## src/design/sync_fifo.sv

```systemverilog
`timescale 1ns/100ps

module sync_fifo #(
  parameter type payload_t = logic [7:0],
  parameter int  DEPTH     = 4
) (
  input  logic                       clk,
  input  logic                       rst_n,
  input  logic                       wr_i,
  input  payload_t                   din_i,
  input  logic                       rd_i,
  output payload_t                   dout_o,
  output logic                       empty_o,
  output logic                       full_o,
  output logic [$clog2(DEPTH+1)-1:0] count_o
);

  localparam int PTR_W = (DEPTH > 1) ? $clog2(DEPTH) : 1;
  localparam int CNT_W = $clog2(DEPTH + 1);

  payload_t         mem [DEPTH];
  logic [PTR_W-1:0] wr_ptr;
  logic [PTR_W-1:0] rd_ptr;
  logic             wr_en;
  logic             rd_en;

  function automatic logic [PTR_W-1:0] next_ptr(input logic [PTR_W-1:0] ptr);
    return (ptr == PTR_W'(DEPTH - 1)) ? '0 : ptr + 1'b1;
  endfunction

  assign wr_en   = wr_i && !full_o;
  assign rd_en   = rd_i && !empty_o;
  assign empty_o = (count_o == '0);
  assign full_o  = (count_o == CNT_W'(DEPTH));

  // Head is visible before the pop
  assign dout_o = mem[rd_ptr];

  always_ff @(posedge clk or negedge rst_n) begin
    if (!rst_n) begin
      wr_ptr  <= '0;
      rd_ptr  <= '0;
      count_o <= '0;
    end else begin
      if (wr_en) begin
        wr_ptr <= next_ptr(wr_ptr);
      end
      if (rd_en) begin
        rd_ptr <= next_ptr(rd_ptr);
      end
      if (wr_en && !rd_en) begin
        count_o <= count_o + 1'b1;
      end else if (rd_en && !wr_en) begin
        count_o <= count_o - 1'b1;
      end
    end
  end

  always_ff @(posedge clk) begin
    if (wr_en) begin
      mem[wr_ptr] <= din_i;
    end
  end

endmodule

```

## config.mk

```make
export PLATFORM = sky130hd
export DESIGN_NAME = sync_fifo
export DESIGN_NICKNAME = d
export VERILOG_FILES = /design/src/design/sync_fifo.sv
export SDC_FILE = /design/constraint.sdc
export NUM_CORES = 1
export LEC_CHECK = 0
export ABC_AREA = 1
export BUFFER_PORTS_ARGS = -buffer_cell sky130_fd_sc_hd__buf_4
export CORE_UTILIZATION = 60
export CTS_CLUSTER_DIAMETER = 60
export CTS_CLUSTER_SIZE = 28
export DETAILED_ROUTE_END_ITERATION = 8
export GPL_ROUTABILITY_DRIVEN = 1
export HOLD_SLACK_MARGIN = 0.02
export PLACE_DENSITY_LB_ADDON = 0.05
export SLEW_MARGIN = 25
export SYNTH_ARGS = -nofsm -noshare
export SYNTH_HDL_FRONTEND = slang
export SYNTH_SLANG_ARGS = --single-unit
```

## constraint.sdc

```tcl
create_clock -name clk -period 3.4 [get_ports clk]
set_input_delay 0.51 -clock clk [delete_from_list [all_inputs] [get_ports clk]]
set_output_delay 0.51 -clock clk [all_outputs]
set_load 0.01 [all_outputs]
```

==> impl_metrics.tcl <==
set metrics [dict create \
    fin_area_um2 2010 \
    drive_gt1_share_pct 19.2 \
    synth_seq_cells 39 \
    grt_pass1_wl_um 4910 \
    p_int_mw 1.08 \
    setup_viol 0 \
    worst_pin_slew_ns 1.01 \
    start_kind "register" \
    r2r_cells 11 \
    synthDistinctLibCells 16 \
    ir_drop_mv 0.814 \
    nets 200 \
    path_common_cell "nand2_1" \
    min_path_type "in2reg" \
    gp_congestion 0.803 \
    dpl.hpwl_um 1990 \
    tns_ns 0 \
    syn_to_final_growth_pct 14.4 \
    hold_viol 0 \
    rsz0062_at_grt "no" \
    drt_iter0_markers 40 \
    wirelength_um 2830 \
    antenna_cells 0 \
    antenna_found_initial 0 \
    grt_overflow 0 \
    synth_fp_nets 173 \
    total_power_mw 1.70 \
    seq_area_frac_synth_pct 64.6 \
    path_clk_slew_ns 0.12 \
    row_count 19 \
    crit_slowest_cell "dfrtp_1" \
    ant_nets 0 \
    worstPathCellList "nand2_1, o211ai_1, nand2_1, buf_4" \
    maxCapViolCount 0 \
    critPathMaxFanout 35 \
    grt_usage_pct 21.4 \
    whs_ns 0.362 \
    critical_path_class "reg2out" \
    slowest_delay_ns 1.03 \
    p_sw_mw 0.617 \
    cts_tree "done" \
    syn_inst 154 \
    crit_required_ns 2.89 \
    core_um2 2760 \
    initial_core_util_pct 63.8 \
    vias 1090 \
    p_comb_share_pct 36.7 \
    cts_buffers 5 \
    seqPwrFrac_pct 45.3 \
    htreeDepth 2 \
    power_density_nw_per_um2 843 \
    status "finished, final reports clean" \
    syn_area_um2 1760 \
    fin_crit_ns 2.37 \
    clock_power_share_pct 18.0 \
    pre_cts_slack_ns 1.41 \
    dieArea_um2 3150 \
    period_share_pct 69.7 \
    syn_avg_cell_area_um2 11.4 \
    io_pins 25 \
    drv_slew 0 \
    die_x_um 56.1 \
    grt_max_degree 36 \
    cts_resized 0 \
    avgViaCountPerCell 5.12 \
    clk_latency_ns 0.34 \
    wire_per_inst_um 13.3 \
    cts-root-buf "clkbuf_4" \
    fp.dieH_um 56.1 \
    power.leakage_nw 0.911 \
    drc 0 \
    fmax_mhz 422 \
    crit_arrival_ns 1.86 \
    place_area_um2 1920 \
    end_kind "output pin" \
    postCtsSetupBuffers 0 \
    port_buffers 24 \
    yosysWarningCount 0 \
    switching_share_pct 36.4 \
    hold_depth 1 \
    setup_ws_ns 1.03 \
    grt_pass1_vias 1063 \
    max_slew_margin_pct 32.8 \
    clockBufferDepth 2 \
    finClkSkew_ns 0.00946 \
    cts.sinks 39 \
    drt-pass1-iter-count 4 \
]
worst max-delay path: cells and delay by family, from the launching register on:
| kind | cells | cell delay [ns] |
|---|---|---|
| flops | 1 | 1.03 |
| buf+inv | 1 | 0.15 |
| compound gates | 1 | 0.13 |
| simple gates | 2 | 0.22 |
registers in the layout (all words and copies together), names as in the netlist:
register	cells
mem	32
rd_ptr	2
wr_ptr	2
count_o	3
stage by stage:
step,std cells,util [%]
2_1_floorplan,154,-
3_3_place_gp,204,69.7
3_5_place_dp,204,69.7
4_1_cts,213,73.0
5_1_grt,213,73.0
6_report,213,73.0
layout make-up:
class                   count  area (µm²)
well taps                  31        38.8
clock inverters             3        43.8
flip-flops and latches     39        1140
inverters                  32         120
fillers                   207         744
multi-input cells          78         447
repair buffers             25         190
clock buffers               5        37.5
cells in the mapped netlist (all sizes together):
cell type  instances  area, µm²
nand4              1       6.26
dfrtp              7        175
xnor2              1       8.76
nor2               6       22.5
inv               32        120
nand3              7       35.0
edfxtp            32        961
buf                5       56.3
ha                 6       75.1
fa                 1       20.0
o21ai              1       5.00
o211ai            16        125
nand2             39        149
worst paths after layout:
check	end	from	slack (ns)
worst min-delay path	mem[1][4]$_DFFE_PP_	din_i[4]	0.36
worst max-delay path	dout_o[7]	rd_ptr[0]$_DFFE_PN0P_	1.03
max in group asynchronous	count_o[2]$_DFFE_PN0P_	rst_n	2.77
worst max register to register	count_o[2]$_DFFE_PN0P_	count_o[0]$_DFFE_PN0P_	1.51
worst min register to register	count_o[2]$_DFFE_PN0P_	count_o[2]$_DFFE_PN0P_	0.55
min in group asynchronous	wr_ptr[0]$_DFFE_PN0P_	rst_n	0.50
power groups by stage:
| stage | Clock (mW) | Combinational (mW) | Sequential, mW |
|---|---|---|---|
| after floorplan | 0 | 0.490 | 0.710 |
| after global placement | 0 | 0.606 | 0.773 |
| after detailed placement | 0 | 0.633 | 0.780 |
| after CTS | 0.314 | 0.635 | 0.770 |
| after global routing | 0.332 | 0.710 | 0.791 |
| final | 0.306 | 0.622 | 0.769 |
placed cells by master, fill, tap and decap left out, types with 5 or more instances in the layout:
| master | instances |
|---|---|
| nand3_1 | 7 |
| ha_1 | 6 |
| clkbuf_4 | 5 |
| buf_4 | 24 |
| nand2_1 | 38 |
| nor2_1 | 6 |
| edfxtp_1 | 32 |
| o211ai_1 | 15 |
| dfrtp_1 | 7 |
| inv_1 | 31 |
repair_timing:
item | CTS | global route
endpoints found under the setup margin | 0 | 0
endpoints found under the hold margin | 7 | 0
hold buffers | 1 | 0
metal layers:
| metal | routed length (µm) | track usage (%) |
|---|---|---|
| met3 | 108 | 6.51 |
| met2 | 1400 | 32.8 |
| met1 | 1250 | 28.6 |
| met5 | 0 | 0 |
| met4 | 68 | 9.06 |
logic make-up after synthesis:
family / after synthesis / synth area share (%)
xor+xnor: 1 / 0.498
buf+inv: 37 / 10.0
flops: 39 / 64.6
compound gates: 17 / 7.40
simple gates: 53 / 12.1
fa+ha+maj: 7 / 5.41
Power figures use the tool's default switching activity.
