`config.mk`:
```
export PLATFORM = sky130hd
export DESIGN_NAME = wgt_loader
export DESIGN_NICKNAME = d
export VERILOG_FILES = /design/src/design/gat_pkg.sv /design/src/design/wgt_loader.sv
export VERILOG_INCLUDE_DIRS = /design/src /design/src/include
export SDC_FILE = /design/constraint.sdc
export NUM_CORES = 1
export LEC_CHECK = 0
export BUFFER_PORTS_ARGS = -buffer_cell sky130_fd_sc_hd__buf_2
export CORE_MARGIN = 2
export CORE_UTILIZATION = 40
export DETAILED_ROUTE_END_ITERATION = 10
export PLACE_DENSITY = 0.66
export SYNTH_ARGS = -nofsm -noshare
export SYNTH_HDL_FRONTEND = slang
export SYNTH_SLANG_ARGS = --single-unit
```
`constraint.sdc`:
```
create_clock -name clk -period 2.3 [get_ports clk]
set_clock_uncertainty 0.2 [all_clocks]
set_input_delay 0.23 -clock clk [delete_from_list [all_inputs] [get_ports clk]]
set_output_delay 0.23 -clock clk [all_outputs]
set_load 0.03 [all_outputs]
```
`src/include/gat_config.svh`:
```
`ifndef GAT_CONFIG_SVH
`define GAT_CONFIG_SVH

// Feature dimensions per node
`define GAT_FEAT_IN          4
`define GAT_FEAT_OUT         4

// Features, weights and attention elements are signed
`define GAT_DATA_W           8
// Full product plus growth of a 4-term sum
`define GAT_WH_W             18
`define GAT_COEF_W           28

// LeakyReLU slope of 1/8 on negative scores
`define GAT_LRELU_SHIFT      3

// W in words 0..15 at j*4+i, attention vector in words 16..19
`define GAT_WGT_DEPTH        20

`define GAT_H_FIFO_DEPTH     8
`define GAT_COEF_FIFO_DEPTH  4

`define GAT_WH_ADDR_W        7

`endif

```
`src/design/gat_pkg.sv`:
```
`include "gat_config.svh"

package gat_pkg;

  // Single feature, weight or attention element
  typedef logic signed [`GAT_DATA_W-1:0] elem_t;

  typedef struct packed {
    elem_t [`GAT_FEAT_IN-1:0] f;
  } h_vec_t;

  // One element of the projected vector Wh
  typedef logic signed [`GAT_WH_W-1:0] wh_elem_t;

  typedef struct packed {
    wh_elem_t [`GAT_FEAT_OUT-1:0] f;
  } wh_vec_t;

  // Attention score after LeakyReLU
  typedef logic signed [`GAT_COEF_W-1:0] coef_t;

  // Indexed [output][input]
  typedef elem_t [`GAT_FEAT_OUT-1:0][`GAT_FEAT_IN-1:0] wgt_mat_t;

  typedef elem_t [`GAT_FEAT_OUT-1:0] att_vec_t;

endpackage

```
`src/design/wgt_loader.sv`:
```
`timescale 1ns/100ps
`include "gat_config.svh"

module wgt_loader (
  input  logic                              clk,
  input  logic                              rst_n,
  input  logic                              gat_layer_i,
  input  logic                              wgt_load_done_i,
  input  gat_pkg::elem_t                    wgt_bram_dout_i,
  output logic [$clog2(`GAT_WGT_DEPTH)-1:0] wgt_bram_addrb_o,
  output gat_pkg::wgt_mat_t                 wgt_o,
  output gat_pkg::att_vec_t                 att_o,
  output logic                              gat_ready_o
);

  localparam int                ADDR_W    = $clog2(`GAT_WGT_DEPTH);
  localparam int                W_WORDS   = `GAT_FEAT_OUT * `GAT_FEAT_IN;
  localparam logic [ADDR_W-1:0] LAST_ADDR = ADDR_W'(`GAT_WGT_DEPTH - 1);

  logic              busy;
  logic              cap_vld;
  logic [ADDR_W-1:0] cap_idx;
  logic              start;

  // Load runs once per reset
  assign start = gat_layer_i && wgt_load_done_i && !(busy || cap_vld || gat_ready_o);

  always_ff @(posedge clk or negedge rst_n) begin
    if (!rst_n) begin
      busy             <= 1'b0;
      wgt_bram_addrb_o <= '0;
      cap_vld          <= 1'b0;
      cap_idx          <= '0;
      gat_ready_o      <= 1'b0;
    end else begin
      if (start) begin
        busy <= 1'b1;
      end else if (busy && wgt_bram_addrb_o == LAST_ADDR) begin
        busy <= 1'b0;
      end
      if (busy && wgt_bram_addrb_o != LAST_ADDR) begin
        wgt_bram_addrb_o <= wgt_bram_addrb_o + 1'b1;
      end
      // Memory data lags the address by one cycle
      cap_vld <= busy;
      cap_idx <= wgt_bram_addrb_o;
      if (cap_vld && cap_idx == LAST_ADDR) begin
        gat_ready_o <= 1'b1;
      end
    end
  end

  always_ff @(posedge clk) begin
    if (cap_vld) begin
      if (cap_idx < ADDR_W'(W_WORDS)) begin
        wgt_o[cap_idx / `GAT_FEAT_IN][cap_idx % `GAT_FEAT_IN] <= wgt_bram_dout_i;
      end else begin
        att_o[cap_idx - ADDR_W'(W_WORDS)] <= wgt_bram_dout_i;
      end
    end
  end

endmodule

```
==> impl_metrics.json <==
{
  "pwr-share-clk": 0.433,
  "post-route-period-util": 0.802,
  "p_seq_frac": 0.555,
  "ant_nets": 0,
  "cpMaxStageDelayCell": "or4b_4",
  "critPathLaunch": "cap_idx[3]$_DFF_PN0_",
  "dieArea_sq_mm": 0.0145,
  "syn_area_sq_mm": 0.00541,
  "pin_count": 178,
  "cp.required_ns": 2.23,
  "cts.clk_slew.worst_paths_ns": 0.07,
  "routed_wl_mm": 12.1,
  "synth_ff_type": "edfxtp_1",
  "drcViolationCount": 0,
  "final_nets": 449,
  "placed_area_sq_mm": 0.00667,
  "drt-initial-drc-count": 230,
  "p_leak_nw": 2.74,
  "track_usage": 0.171,
  "cts_max_level": 4,
  "yosysMostFrequentCell": "edfxtp_1",
  "cp_top_family": "simple AND/OR/NAND/NOR gates",
  "synth_simple_gate_area_frac": 0.0367,
  "synth_cell_types": 18,
  "gp_congestion": 0.732,
  "hpwl_mm": 7.66,
  "postCtsSetupBuffers": 0,
  "firstDrtPassIters": 4,
  "ys_async_sr_fraction": 0.0751,
  "min_path_type": "input port to asynchronous set/reset pin",
  "synth_top_family_by_area": "simple AND/OR/NAND/NOR gates",
  "crit_path_max_incr_delay_ns": 0.59,
  "postLayoutCellArea_sq_mm": 0.00726,
  "vdd_drop_max_uv": 451,
  "clk_latency_ns": 0.42,
  "rsz0062_at_grt": "no",
  "num_vias": 2888,
  "fmax_ghz": 0.542,
  "yosys.area_share.xor_xnor": 0.00485,
  "root_buffer": "clkbuf_16",
  "overflow": 0,
  "grt_antenna_before_repair": 0,
  "num_antenna_cells": 0,
  "drive_gt1_frac": 0.506,
  "fin_setup_tns_ns": 0,
  "tightest_slew_ns": 0.508,
  "power_frac_comb": 0.012,
  "seq_area_frac_synth": 0.948,
  "p_int_mw": 5.03,
  "finalSetupViolations": 0,
  "yosys_warnings": 0,
  "max-slew-margin-rel": 0.661,
  "cts_buffers": 17,
  "synth_compound_area_frac": 0.00647,
  "fillers": 1070,
  "synthTopCellsByCount": "edfxtp_1, nor2_1, dfrtp_1, nand2_1, nor3_1",
  "die_height_um": 120,
  "viasPerCell": 4.62,
  "muxShareOfSynthArea": 0.00208,
  "synth_edf_count": 160,
  "cp.buffers_inverters": 1,
  "arrival_ns": 1.77,
  "cts.sinks": 173,
  "p_per_area_mw_per_mm2": 853,
  "cts_tree": "yes",
  "drt-wirelength-per-cell_um": 19.3,
  "synth_seq_cells": 173,
  "portBuffers": 177,
  "syn2layout_area_growth_pct": 34.0,
  "path_max_fanout": 8,
  "netlist_instances": 217,
  "swShare": 0.187,
  "grt_pass1_vias": 2895,
  "num_rows": 42,
  "synth_area_leaders": "edfxtp_1, dfrtp_1, nor2_1",
  "path_class": "register to register",
  "syn_area_per_cell_sq_um": 24.9,
  "status": "finished, final reports clean",
  "start_util": 0.409,
  "cp-start-kind": "register",
  "fin_crit_ns": 1.84,
  "grt_max_degree": 21,
  "maxCapViolCount": 0,
  "synthAdderAreaFrac": 0.00231,
  "fp.dieW_um": 120,
  "clk_path_buf_depth": 2,
  "power_mw": 6.19,
  "p_sw_mw": 1.16,
  "path_cells": "or4b_4, nor2_1, buf_4",
  "rr_startpoint": "cap_idx[3]$_DFF_PN0_",
  "synth_fp_nets": 230,
  "cts_resized": 0,
  "synth_top_area_frac": 0.887,
  "grt_pass1_wl_mm": 17.2,
  "final_max_slew_viol_count": 0,
  "hold_viol": 0,
  "cp-end-kind": "register",
  "post-synth-top-area-cell": "edfxtp_1",
  "core_sq_mm": 0.0132
}
## area by class of cell
type	count	area, sq um	area share
clock buffer	20	437	0.0602
clock inverter	12	120	0.0166
multi-input combinational	44	284	0.0391
sequential	173	5130	0.707
tap	176	220	0.0303
timing repair buffer	200	1070	0.147
## what timing repair did
action | CTS | global route
hold buffers | 3 | 0
setup endpoints to repair | 0 | 0
hold endpoints to repair | 14 | 0
## final timing paths
check,to,slack [ns],cells past startpoint
max,wgt_o[8]$_DFFE_PP_,0.46,3
max in group asynchronous,wgt_bram_addrb_o[3]$_DFFE_PN0P_,1.64,2
min reg2reg,cap_idx[1]$_DFF_PN0_,0.26,0
min,cap_idx[2]$_DFF_PN0_,0.03,2
max reg2reg,wgt_o[8]$_DFFE_PP_,0.46,3
min in group clk,wgt_o[43]$_DFFE_PP_,0.08,1
## cells by family after synthesis
| family | after synthesis |
|---|---|
| DFF | 173 |
| xor gates and xnor gates | 3 |
| AOI/OAI and AO/OA | 3 |
| muxes | 1 |
| adders and majority gates | 1 |
| and+or+nand+nor | 36 |
## through the flow
stage               std cells  utilization  hold WS [ns]  setup WS, ns
CTS                       625        0.548       0.00580         0.456
finish                    625        0.548        0.0275         0.456
global placement          590        0.504       -0.0788         0.515
global route              625        0.548        0.0259         0.406
detailed placement        590        0.504       -0.0698         0.474
floorplan                 217            -        -0.266         0.381
## per-layer routing
layer / up-vias / GRT usage / wire length (um)
met5: - / 0 / 0
met4: 0 / 0.0501 / 91
met3: 9 / 0.0627 / 826
met2: 130 / 0.278 / 5990
met1: 1449 / 0.217 / 5160
li1: 1300 / - / -
## cell usage in the layout, fill, tap and decap left out, types with 3 or more instances in the layout
master | netlist | routed
buf_2 | 0 | 177
edfxtp_1 | 160 | 160
buf_4 | 0 | 20
clkbuf_16 | 0 | 17
nor2_1 | 15 | 15
dfrtp_1 | 13 | 13
nand2_1 | 5 | 5
nor3_1 | 4 | 4
clkinv_2 | 0 | 4
nand2b_1 | 3 | 3
nand4bb_1 | 3 | 3
xnor2_1 | 3 | 3
clkbuf_1 | 0 | 3
dlygate4sd3_1 | 0 | 3
## sequential cells by signal (all words and copies together), names as in the netlist
signal / count
wgt_o: 128
att_o: 32
cap_idx: 5
wgt_bram_addrb_o: 5
busy: 1
cap_vld: 1
gat_ready_o: 1
## power by group through the flow
stage / combinational, mW / clock (mW) / sequential, mW
5_1_grt: 0.0800 / 2.87 / 3.43
4_1_cts: 0.0754 / 2.73 / 3.44
3_3_place_gp: 0.0708 / 0 / 3.50
2_1_floorplan: 0.000382 / 0 / 3.50
3_5_place_dp: 0.0715 / 0 / 3.50
6_report: 0.0713 / 2.68 / 3.44
(Power assumes the default switching activity.)
