$ cat config.mk
export PLATFORM = sky130hd
export DESIGN_NAME = result_writer
export DESIGN_NICKNAME = d
export VERILOG_FILES = /design/src/design/gat_pkg.sv /design/src/design/result_writer.sv /design/src/design/sync_fifo.sv
export VERILOG_INCLUDE_DIRS = /design/src /design/src/include
export SDC_FILE = /design/constraint.sdc
export NUM_CORES = 1
export LEC_CHECK = 0
export ABC_AREA = 1
export BUFFER_PORTS_ARGS = -buffer_cell sky130_fd_sc_hd__buf_2
export CAP_MARGIN = 10
export CORE_MARGIN = 1
export CORE_UTILIZATION = 31
export DETAILED_ROUTE_END_ITERATION = 10
export REMOVE_ABC_BUFFERS = 1
export SYNTH_ARGS = -nofsm -noshare
export SYNTH_HDL_FRONTEND = slang
export SYNTH_SLANG_ARGS = --single-unit
$ cat constraint.sdc
create_clock -name clk -period 6.8 [get_ports clk]
set_input_delay 1.02 -clock clk [delete_from_list [all_inputs] [get_ports clk]]
set_output_delay 1.02 -clock clk [all_outputs]
set_load 0.02 [all_outputs]
$ cat src/include/gat_config.svh
`ifndef GAT_CONFIG_SVH
`define GAT_CONFIG_SVH

// Feature dimensions per node
`define GAT_FEAT_IN          4
`define GAT_FEAT_OUT         4

// Features, weights and attention elements are signed
`define GAT_DATA_W           8
// Full product plus growth of a 4-term sum
`define GAT_WH_W             18
`define GAT_COEF_W           28

// LeakyReLU slope of 1/8 on negative scores
`define GAT_LRELU_SHIFT      3

// W in words 0..15 at j*4+i, attention vector in words 16..19
`define GAT_WGT_DEPTH        20

`define GAT_H_FIFO_DEPTH     8
`define GAT_COEF_FIFO_DEPTH  4

`define GAT_WH_ADDR_W        7

`endif

$ cat src/design/gat_pkg.sv
`include "gat_config.svh"

package gat_pkg;

  // Single feature, weight or attention element
  typedef logic signed [`GAT_DATA_W-1:0] elem_t;

  typedef struct packed {
    elem_t [`GAT_FEAT_IN-1:0] f;
  } h_vec_t;

  // One element of the projected vector Wh
  typedef logic signed [`GAT_WH_W-1:0] wh_elem_t;

  typedef struct packed {
    wh_elem_t [`GAT_FEAT_OUT-1:0] f;
  } wh_vec_t;

  // Attention score after LeakyReLU
  typedef logic signed [`GAT_COEF_W-1:0] coef_t;

  // Indexed [output][input]
  typedef elem_t [`GAT_FEAT_OUT-1:0][`GAT_FEAT_IN-1:0] wgt_mat_t;

  typedef elem_t [`GAT_FEAT_OUT-1:0] att_vec_t;

endpackage

$ cat src/design/result_writer.sv
`timescale 1ns/100ps
`include "gat_config.svh"

module result_writer (
  input  logic                                      clk,
  input  logic                                      rst_n,
  input  logic                                      res_vld_i,
  input  gat_pkg::wh_vec_t                          res_wh_i,
  input  gat_pkg::coef_t                            res_coef_i,
  input  logic                                      coef_rd_i,
  output logic                                      wh_bram_ena_o,
  output logic [`GAT_WH_ADDR_W-1:0]                 wh_bram_addra_o,
  output gat_pkg::wh_vec_t                          wh_bram_din_o,
  output gat_pkg::coef_t                            coef_dout_o,
  output logic                                      coef_empty_o,
  output logic [$clog2(`GAT_COEF_FIFO_DEPTH+1)-1:0] coef_count_o
);

  import gat_pkg::*;

  always_ff @(posedge clk or negedge rst_n) begin
    if (!rst_n) begin
      wh_bram_ena_o   <= 1'b0;
      wh_bram_addra_o <= '0;
    end else begin
      wh_bram_ena_o <= res_vld_i;
      // Advance once the current word is written, wraps at the top
      if (wh_bram_ena_o) begin
        wh_bram_addra_o <= wh_bram_addra_o + 1'b1;
      end
    end
  end

  always_ff @(posedge clk) begin
    if (res_vld_i) begin
      wh_bram_din_o <= res_wh_i;
    end
  end

  sync_fifo #(
    .payload_t (coef_t),
    .DEPTH     (`GAT_COEF_FIFO_DEPTH)
  ) u_coef_fifo (
    .clk     (clk),
    .rst_n   (rst_n),
    .wr_i    (res_vld_i),
    .din_i   (res_coef_i),
    .rd_i    (coef_rd_i),
    .dout_o  (coef_dout_o),
    .empty_o (coef_empty_o),
    .full_o  (),
    .count_o (coef_count_o)
  );

endmodule

$ cat src/design/sync_fifo.sv
`timescale 1ns/100ps

module sync_fifo #(
  parameter type payload_t = logic [7:0],
  parameter int  DEPTH     = 4
) (
  input  logic                       clk,
  input  logic                       rst_n,
  input  logic                       wr_i,
  input  payload_t                   din_i,
  input  logic                       rd_i,
  output payload_t                   dout_o,
  output logic                       empty_o,
  output logic                       full_o,
  output logic [$clog2(DEPTH+1)-1:0] count_o
);

  localparam int PTR_W = (DEPTH > 1) ? $clog2(DEPTH) : 1;
  localparam int CNT_W = $clog2(DEPTH + 1);

  payload_t         mem [DEPTH];
  logic [PTR_W-1:0] wr_ptr;
  logic [PTR_W-1:0] rd_ptr;
  logic             wr_en;
  logic             rd_en;

  function automatic logic [PTR_W-1:0] next_ptr(input logic [PTR_W-1:0] ptr);
    return (ptr == PTR_W'(DEPTH - 1)) ? '0 : ptr + 1'b1;
  endfunction

  assign wr_en   = wr_i && !full_o;
  assign rd_en   = rd_i && !empty_o;
  assign empty_o = (count_o == '0);
  assign full_o  = (count_o == CNT_W'(DEPTH));

  // Head is visible before the pop
  assign dout_o = mem[rd_ptr];

  always_ff @(posedge clk or negedge rst_n) begin
    if (!rst_n) begin
      wr_ptr  <= '0;
      rd_ptr  <= '0;
      count_o <= '0;
    end else begin
      if (wr_en) begin
        wr_ptr <= next_ptr(wr_ptr);
      end
      if (rd_en) begin
        rd_ptr <= next_ptr(rd_ptr);
      end
      if (wr_en && !rd_en) begin
        count_o <= count_o + 1'b1;
      end else if (rd_en && !wr_en) begin
        count_o <= count_o - 1'b1;
      end
    end
  end

  always_ff @(posedge clk) begin
    if (wr_en) begin
      mem[wr_ptr] <= din_i;
    end
  end

endmodule

==> flow_metrics.tcl, run 1 <==
set metrics [dict create \
    syn_area_um2 7230 \
    synth_compound_gate_area_share_pct 6.03 \
    synth.yosys.seq_area_share_pct 81.7 \
    grt_pass1_vias 4281 \
    crit_family "flip-flops" \
    initial_utilization_pct 31.7 \
    fmax_ghz 0.251 \
    ys_warn_count 0 \
    cp-end-kind "primary output" \
    wirelength_um 15700 \
    holdCritPathClass "input port to asynchronous set/reset pin" \
    critPathArrivalTime_ns 2.96 \
    die-area_um2 23900 \
    synth.most_common_cell "edfxtp_1" \
    worstReg2RegEnd "u_coef_fifo.mem[1][19]" \
    avgSynthCellArea_um2 15.6 \
    grt_pass1_wl_um 23600 \
    yosys_most_used_dff "edfxtp_1" \
    power_leakage_nw 3.60 \
    htreeDepth 4 \
    core_area_um2 22800 \
    critPathRequiredTime_ns 5.78 \
    place_congestion 0.775 \
    place_area_um2 8560 \
    status "completed" \
    fin_setup_tns_ns 0 \
    cp_max_fo 60 \
    wl_per_cell_um 15.6 \
    cts.repair.resized 0 \
    worstRegToRegCells 4 \
    cp.depth 4 \
    fin_skew_ns 0.00950 \
    synth_top_cells_by_count "184 x edfxtp_1, 90 x nor2_1, 63 x o21ai_1" \
    synth_edf_count 184 \
    fin_area_um2 9150 \
    p_per_area_nw_per_um2 409 \
    cts_buffers 17 \
    synthMuxAreaShare_pct 0.156 \
    relSlewSlack_pct 23.7 \
    cp_slowest_cell "dfrtp_2" \
    synth_cell_type_count 21 \
    num_antenna_cells 0 \
    worstReg2RegStart "u_coef_fifo.count_o[0]" \
    synth_area_leaders "edfxtp_1 76%, dfrtp_1 5.2%, nor2_1 4.7%" \
    post-place-ws_ns 3.22 \
    hold_viol 0 \
    fp.dieW_um 155 \
    dr.pass1.iters 4 \
    drt-initial-drc-count 219 \
    clk_latency_ns 0.42 \
    grt_use_total_pct 13.4 \
    cts-hold-fix-buffers 0 \
    finalWorstSetupSlack_ns 2.82 \
    async_flop_share_pct 7.54 \
    yosysTopAreaCell "edfxtp_1" \
    rsz0062_at_grt "no" \
    path_class "flop to primary output" \
    slowest_delay_ns 1.10 \
    area_growth_syn_to_layout_pct 26.6 \
    crit_top_cell "o21ai_1" \
    setup_viol 0 \
    reg2reg_setup_slack_ns 4.68 \
    start_kind "flop" \
    synth-simple-area-share_pct 6.70 \
    path_cells "inv_2, o21ai_1, o21ai_1, buf_2" \
    cts-root-buf "clkbuf_16" \
    period_needed_ns 3.98 \
    synth_seq_cells 199 \
    vias 4284 \
    crit_buf_inv 2 \
    fin_nets 791 \
    clk_pin_slew_ns 0.08 \
    io_buffer_count 215 \
    drv_cap 0 \
    via_per_inst 4.26 \
    hpwl_um 10700 \
    synth_top_area_share_pct 76.5 \
    postLayoutCoreUtil_pct 40.2 \
    grt_overflow 0 \
    cts_setup_buffers 0 \
    ir_drop_mv 0.197 \
    cts_sinks 199 \
    synthCells 464 \
    cts_tree "yes" \
    antenna_found_initial 4 \
    synth_top_family_by_area "simple AND/OR/NAND/NOR gates" \
    grt_max_degree 75 \
    io-pin-count 216 \
    rows 55 \
    finalMaxSlewViolations 0 \
    route.detailed.drc 0 \
    tightestPinTransition_ns 1.14 \
    ant_nets 0 \
    cts_max_path_buffers 2 \
    die_h_um 155 \
    fin_crit_sh_pct 58.5 \
    synthAdderAreaFrac_pct 1.49 \
    drive_gt1_share_pct 36.7 \
    synth_xor_area_share_pct 0.606 \
]
worst max path at each step:
stage / startpoint / to / slack [ns]
final: u_coef_fifo.rd_ptr[0] / coef_dout_o[7] / 2.82
after global routing: u_coef_fifo.rd_ptr[0] / coef_dout_o[25] / 2.54
after CTS: u_coef_fifo.rd_ptr[0] / coef_dout_o[26] / 2.75
after detailed placement: res_vld_i / u_coef_fifo.mem[1][27] / 3.22
after global placement: res_vld_i / u_coef_fifo.mem[0][9] / 3.27
after floorplan: u_coef_fifo.rd_ptr[0] / coef_dout_o[0] / 3.50
worst register-to-register path, cell delays in order (launching register included):
cell and delay, ns:
dfrtp_1 0.43, inv_1 0.07, nand3_1 0.08, nand2_1 0.28, nor2_4 0.87
sequential cells by signal, summed over array words and instances (netlist names):
signal and cells:
u_coef_fifo.count_o 3, u_coef_fifo.mem 112, u_coef_fifo.rd_ptr 2, u_coef_fifo.wr_ptr 2, wh_bram_addra_o 7, wh_bram_din_o 72
wh_bram_ena_o 1
cells by family after synthesis:
family | Yosys count
mux | 1
fa+ha+maj | 8
flops | 199
buf+inv | 39
xor+xnor | 5
compound gates | 87
simple gates | 125
placed cells by master (no fill, tap or decap), types with 3 or more instances in the layout:
master and count:
xor2_1 3, nor2_1 86, ha_1 7, buf_2 214, clkbuf_16 17, dfrtp_1 14
edfxtp_1 184, nand3_1 5, o21ai_1 63, inv_1 18, clkinv_4 4, nand2_1 27
nor2_4 4, o21ai_0 24, inv_8 6
area by class of cell:
class,instances,area (um^2)
sequential,199,5900
clock buffer,18,429
tap,313,392
inverter,20,75.1
fill,2157,13600
timing repair buffer,215,1080
multi-input combinational,226,1110
clock inverter,14,158
power breakdown:
group | internal, mW | total (mW) | leakage (nW) | switching [mW]
clock network | 0.525 | 0.994 | 0.287 | 0.469
registers | 1.56 | 1.69 | 1.91 | 0.131
logic | 0.331 | 1.06 | 1.40 | 0.725
routing by layer:
layer | vias to the layer above | share of wire, % | routed length (um) | GRT usage (%)
met4 | 4 | 2.8 | 433 | 6.79
li1 | 2096 | - | - | -
met3 | 28 | 8.8 | 1390 | 5.30
met1 | 1981 | 39 | 6080 | 14.6
met2 | 175 | 50 | 7790 | 22.6
met5 | - | 0.22 | 34 | 0
metrics by stage:
| step | instances | total power, mW | hold slack (ns) |
|---|---|---|---|
| after floorplan | 445 | 2.37 | 0.487 |
| after global placement | 973 | 2.79 | 0.506 |
| after detailed placement | 973 | 2.81 | 0.511 |
| after CTS | 1005 | 3.81 | 0.485 |
| after global routing | 1005 | 3.96 | 0.495 |
| final | 1005 | 3.74 | 0.486 |
Power figures use the tool's default switching activity.
==> run 2: changes to the inputs <==
--- a/config.mk
+++ b/config.mk
@@ -6,7 +6,7 @@
 export SDC_FILE = /design/constraint.sdc
 export NUM_CORES = 1
 export LEC_CHECK = 0
-export ABC_AREA = 1
+export ABC_AREA = 0
 export BUFFER_PORTS_ARGS = -buffer_cell sky130_fd_sc_hd__buf_2
 export CAP_MARGIN = 10
 export CORE_MARGIN = 1
==> constraint.sdc (replaced) <==
create_clock -name clk -period 4.1 [get_ports clk]
set_input_delay 0.615 -clock clk [delete_from_list [all_inputs] [get_ports clk]]
set_output_delay 0.615 -clock clk [all_outputs]
set_load 0.02 [all_outputs]
==> run 2 against run 1 <==
Effect of this change:
- the run now ends with design-rule violations left
- total power increased by 62%
- first-iteration DRC count shrank 32%
- via count decreased by 18%
- utilization grew 0.78 points
- register-to-register slack got worse by 2.6 ns
- critical path depth is 2 lower
- sequential cell count unchanged
- worst setup slack worse by 1.7 ns
- die area is 3.4% lower
==> flow_metrics.tcl, run 2 <==
set metrics [dict create \
    status "finished with violations" \
    violations "design-rule violations" \
    synth_compound_gate_area_share_pct 0.682 \
    fin_setup_tns_ns 0 \
    tightestPinTransition_ns 1.06 \
    cp_max_fo 31 \
    die_h_um 152 \
    io-pin-count 216 \
    avgSynthCellArea_um2 25.2 \
    setup_viol 0 \
    grt_pass1_vias 3897 \
    regMostFlops "u_coef_fifo.mem" \
    instances_no_fill 800 \
    fin_crit_sh_pct 72.4 \
    wl_per_cell_um 18.2 \
    fin_skew_ns 0.0167 \
    grt_max_degree 74 \
    route.detailed.drc 11 \
    fp.dieW_um 152 \
    synth_seq_cells 199 \
    area_growth_syn_to_layout_pct 28.9 \
    power_leakage_nw 3.44 \
    worstReg2RegEnd "u_coef_fifo.mem[3][22]" \
    io_buffer_count 215 \
    fin_nets 619 \
    synthMuxAreaShare_pct 9.96 \
    worstRegToRegCells 3 \
    vias 3511 \
    drive_gt1_share_pct 55.8 \
    cts_buffers 17 \
    hpwl_um 9930 \
    grt_use_total_pct 13.2 \
    place_congestion 0.810 \
    cp-end-kind "primary output" \
    grt_pass1_wl_um 22000 \
    cts_setup_buffers 0 \
    ys_warn_count 0 \
    core_area_um2 22000 \
    die-area_um2 23100 \
    drt-initial-drc-count 149 \
    worstReg2RegStart "u_coef_fifo.count_o[0]" \
    final_common_cell "buf_2" \
    clk_latency_ns 0.44 \
    synth_xor_area_share_pct 1.13 \
    synthAdderAreaFrac_pct 1.54 \
    slowest_delay_ns 1.07 \
    ant_nets 0 \
    p_per_area_nw_per_um2 675 \
    synth.most_common_cell "edfxtp_1" \
    cp_slowest_cell "dfrtp_2" \
    synth_area_leaders "edfxtp_1 79%, mux4_2 9.0%, dfrtp_1 5.4%" \
    critPathArrivalTime_ns 2.35 \
    period_needed_ns 2.97 \
    path_class "flop to primary output" \
    rows 54 \
    cts_max_path_buffers 2 \
    antenna_found_initial 1 \
    crit_family "flip-flops" \
    grt_overflow 0 \
    cts-hold-fix-buffers 0 \
    synth_top_area_share_pct 79.2 \
    via_per_inst 4.39 \
    yosys_most_used_dff "edfxtp_1" \
    synthCells 277 \
    synth_cell_type_count 23 \
    synth_top_cells_by_count "184 x edfxtp_1, 28 x mux4_2, 15 x dfrtp_1" \
    num_antenna_cells 0 \
    dr.pass1.iters 7 \
    cts-root-buf "clkbuf_16" \
    fmax_ghz 0.337 \
    place_inst 768 \
    cts.repair.resized 0 \
    crit_buf_inv 1 \
    synth_edf_count 184 \
    clk_pin_slew_ns 0.09 \
    path_cells "mux4_2, buf_2" \
    finalMaxSlewViolations 0 \
    layout_common_cells "215 x buf_2, 184 x edfxtp_1, 28 x mux4_2" \
    largest_register_ffs 112 \
    synth-simple-area-share_pct 1.22 \
    cts_tree "yes" \
    cts_sinks 199 \
    start_kind "flop" \
    relSlewSlack_pct 29.6 \
    reg2reg_setup_slack_ns 2.06 \
    holdCritPathClass "input port to asynchronous set/reset pin" \
    yosysTopAreaCell "edfxtp_1" \
    drv_cap 0 \
    ir_drop_mv 0.292 \
    synth.yosys.seq_area_share_pct 84.6 \
    critPathRequiredTime_ns 3.48 \
    syn_area_um2 6980 \
    async_flop_share_pct 7.54 \
    wirelength_um 14600 \
    initial_utilization_pct 31.8 \
    synth_top_family_by_area "multiplexers" \
    postLayoutCoreUtil_pct 40.9 \
    rsz0062_at_grt "no" \
    reg.largest.list "u_coef_fifo.mem (112), wh_bram_din_o (72), wh_bram_addra_o (7)" \
    htreeDepth 4 \
    hold_viol 0 \
]
==> run 2: cell families after synthesis <==
group / count (synthesis)
muxes: 33
buffers and inverters: 9
DFF: 199
adders and majority gates: 8
xor gates and xnor gates: 9
AOI/OAI and AO/OA: 3
and+or+nand+nor: 16
==> run 2: final cells by class <==
type                       instances  area (um^2)
tap                              280          350
timing repair buffer             217         1090
clock buffer                      17          425
clock inverter                    15          195
sequential                       199         5900
multi-input combinational         69         1010
inverter                           3         11.3
fill                            1911        13000
==> run 2: through the flow <==
| stage | setup WS [ns] | power [mW] | hold slack (ns) | area, um^2 |
|---|---|---|---|---|
| after floorplan | 1.48 | 3.84 | 0.319 | 6930 |
| after global placement | 1.54 | 4.40 | 0.457 | 8370 |
| after detailed placement | 1.52 | 4.45 | 0.466 | 8370 |
| after CTS | 1.02 | 6.17 | 0.0650 | 8990 |
| after global routing | 0.899 | 6.36 | 0.0690 | 8990 |
| final | 1.13 | 6.07 | 0.0636 | 8990 |
==> run 2: worst max path at each step <==
stage	from	to	slack, ns	cells after the start
global route	u_coef_fifo.rd_ptr[0]	coef_dout_o[22]	0.90	2
CTS	u_coef_fifo.rd_ptr[0]	coef_dout_o[22]	1.02	2
finish	u_coef_fifo.rd_ptr[0]	coef_dout_o[22]	1.13	2
floorplan	u_coef_fifo.rd_ptr[0]	coef_dout_o[0]	1.48	1
detailed placement	u_coef_fifo.rd_ptr[0]	coef_dout_o[22]	1.52	2
global placement	u_coef_fifo.rd_ptr[0]	coef_dout_o[22]	1.54	2
==> run 2: where the power goes <==
part	total, mW	switching (mW)	internal [mW]
clock	1.72	0.877	0.843
sequential	2.88	0.280	2.60
combinational	1.47	0.828	0.643
==> run 2: worst register-to-register path, cell delays in order (launching register included) <==
cell and delay, ns:
dfrtp_1 0.52, nor2_2 0.10, a21boi_4 0.26, and2_2 0.77
==> run 2: routing by layer <==
metal  vias up  global-route usage, %  part of all wire, %
met4         2                   6.46                  3.3
met2       165                   22.7                   50
met5         -                      0                 0.12
met3        27                   6.02                  8.7
li1       1594                      -                    -
met1      1723                   13.6                   37
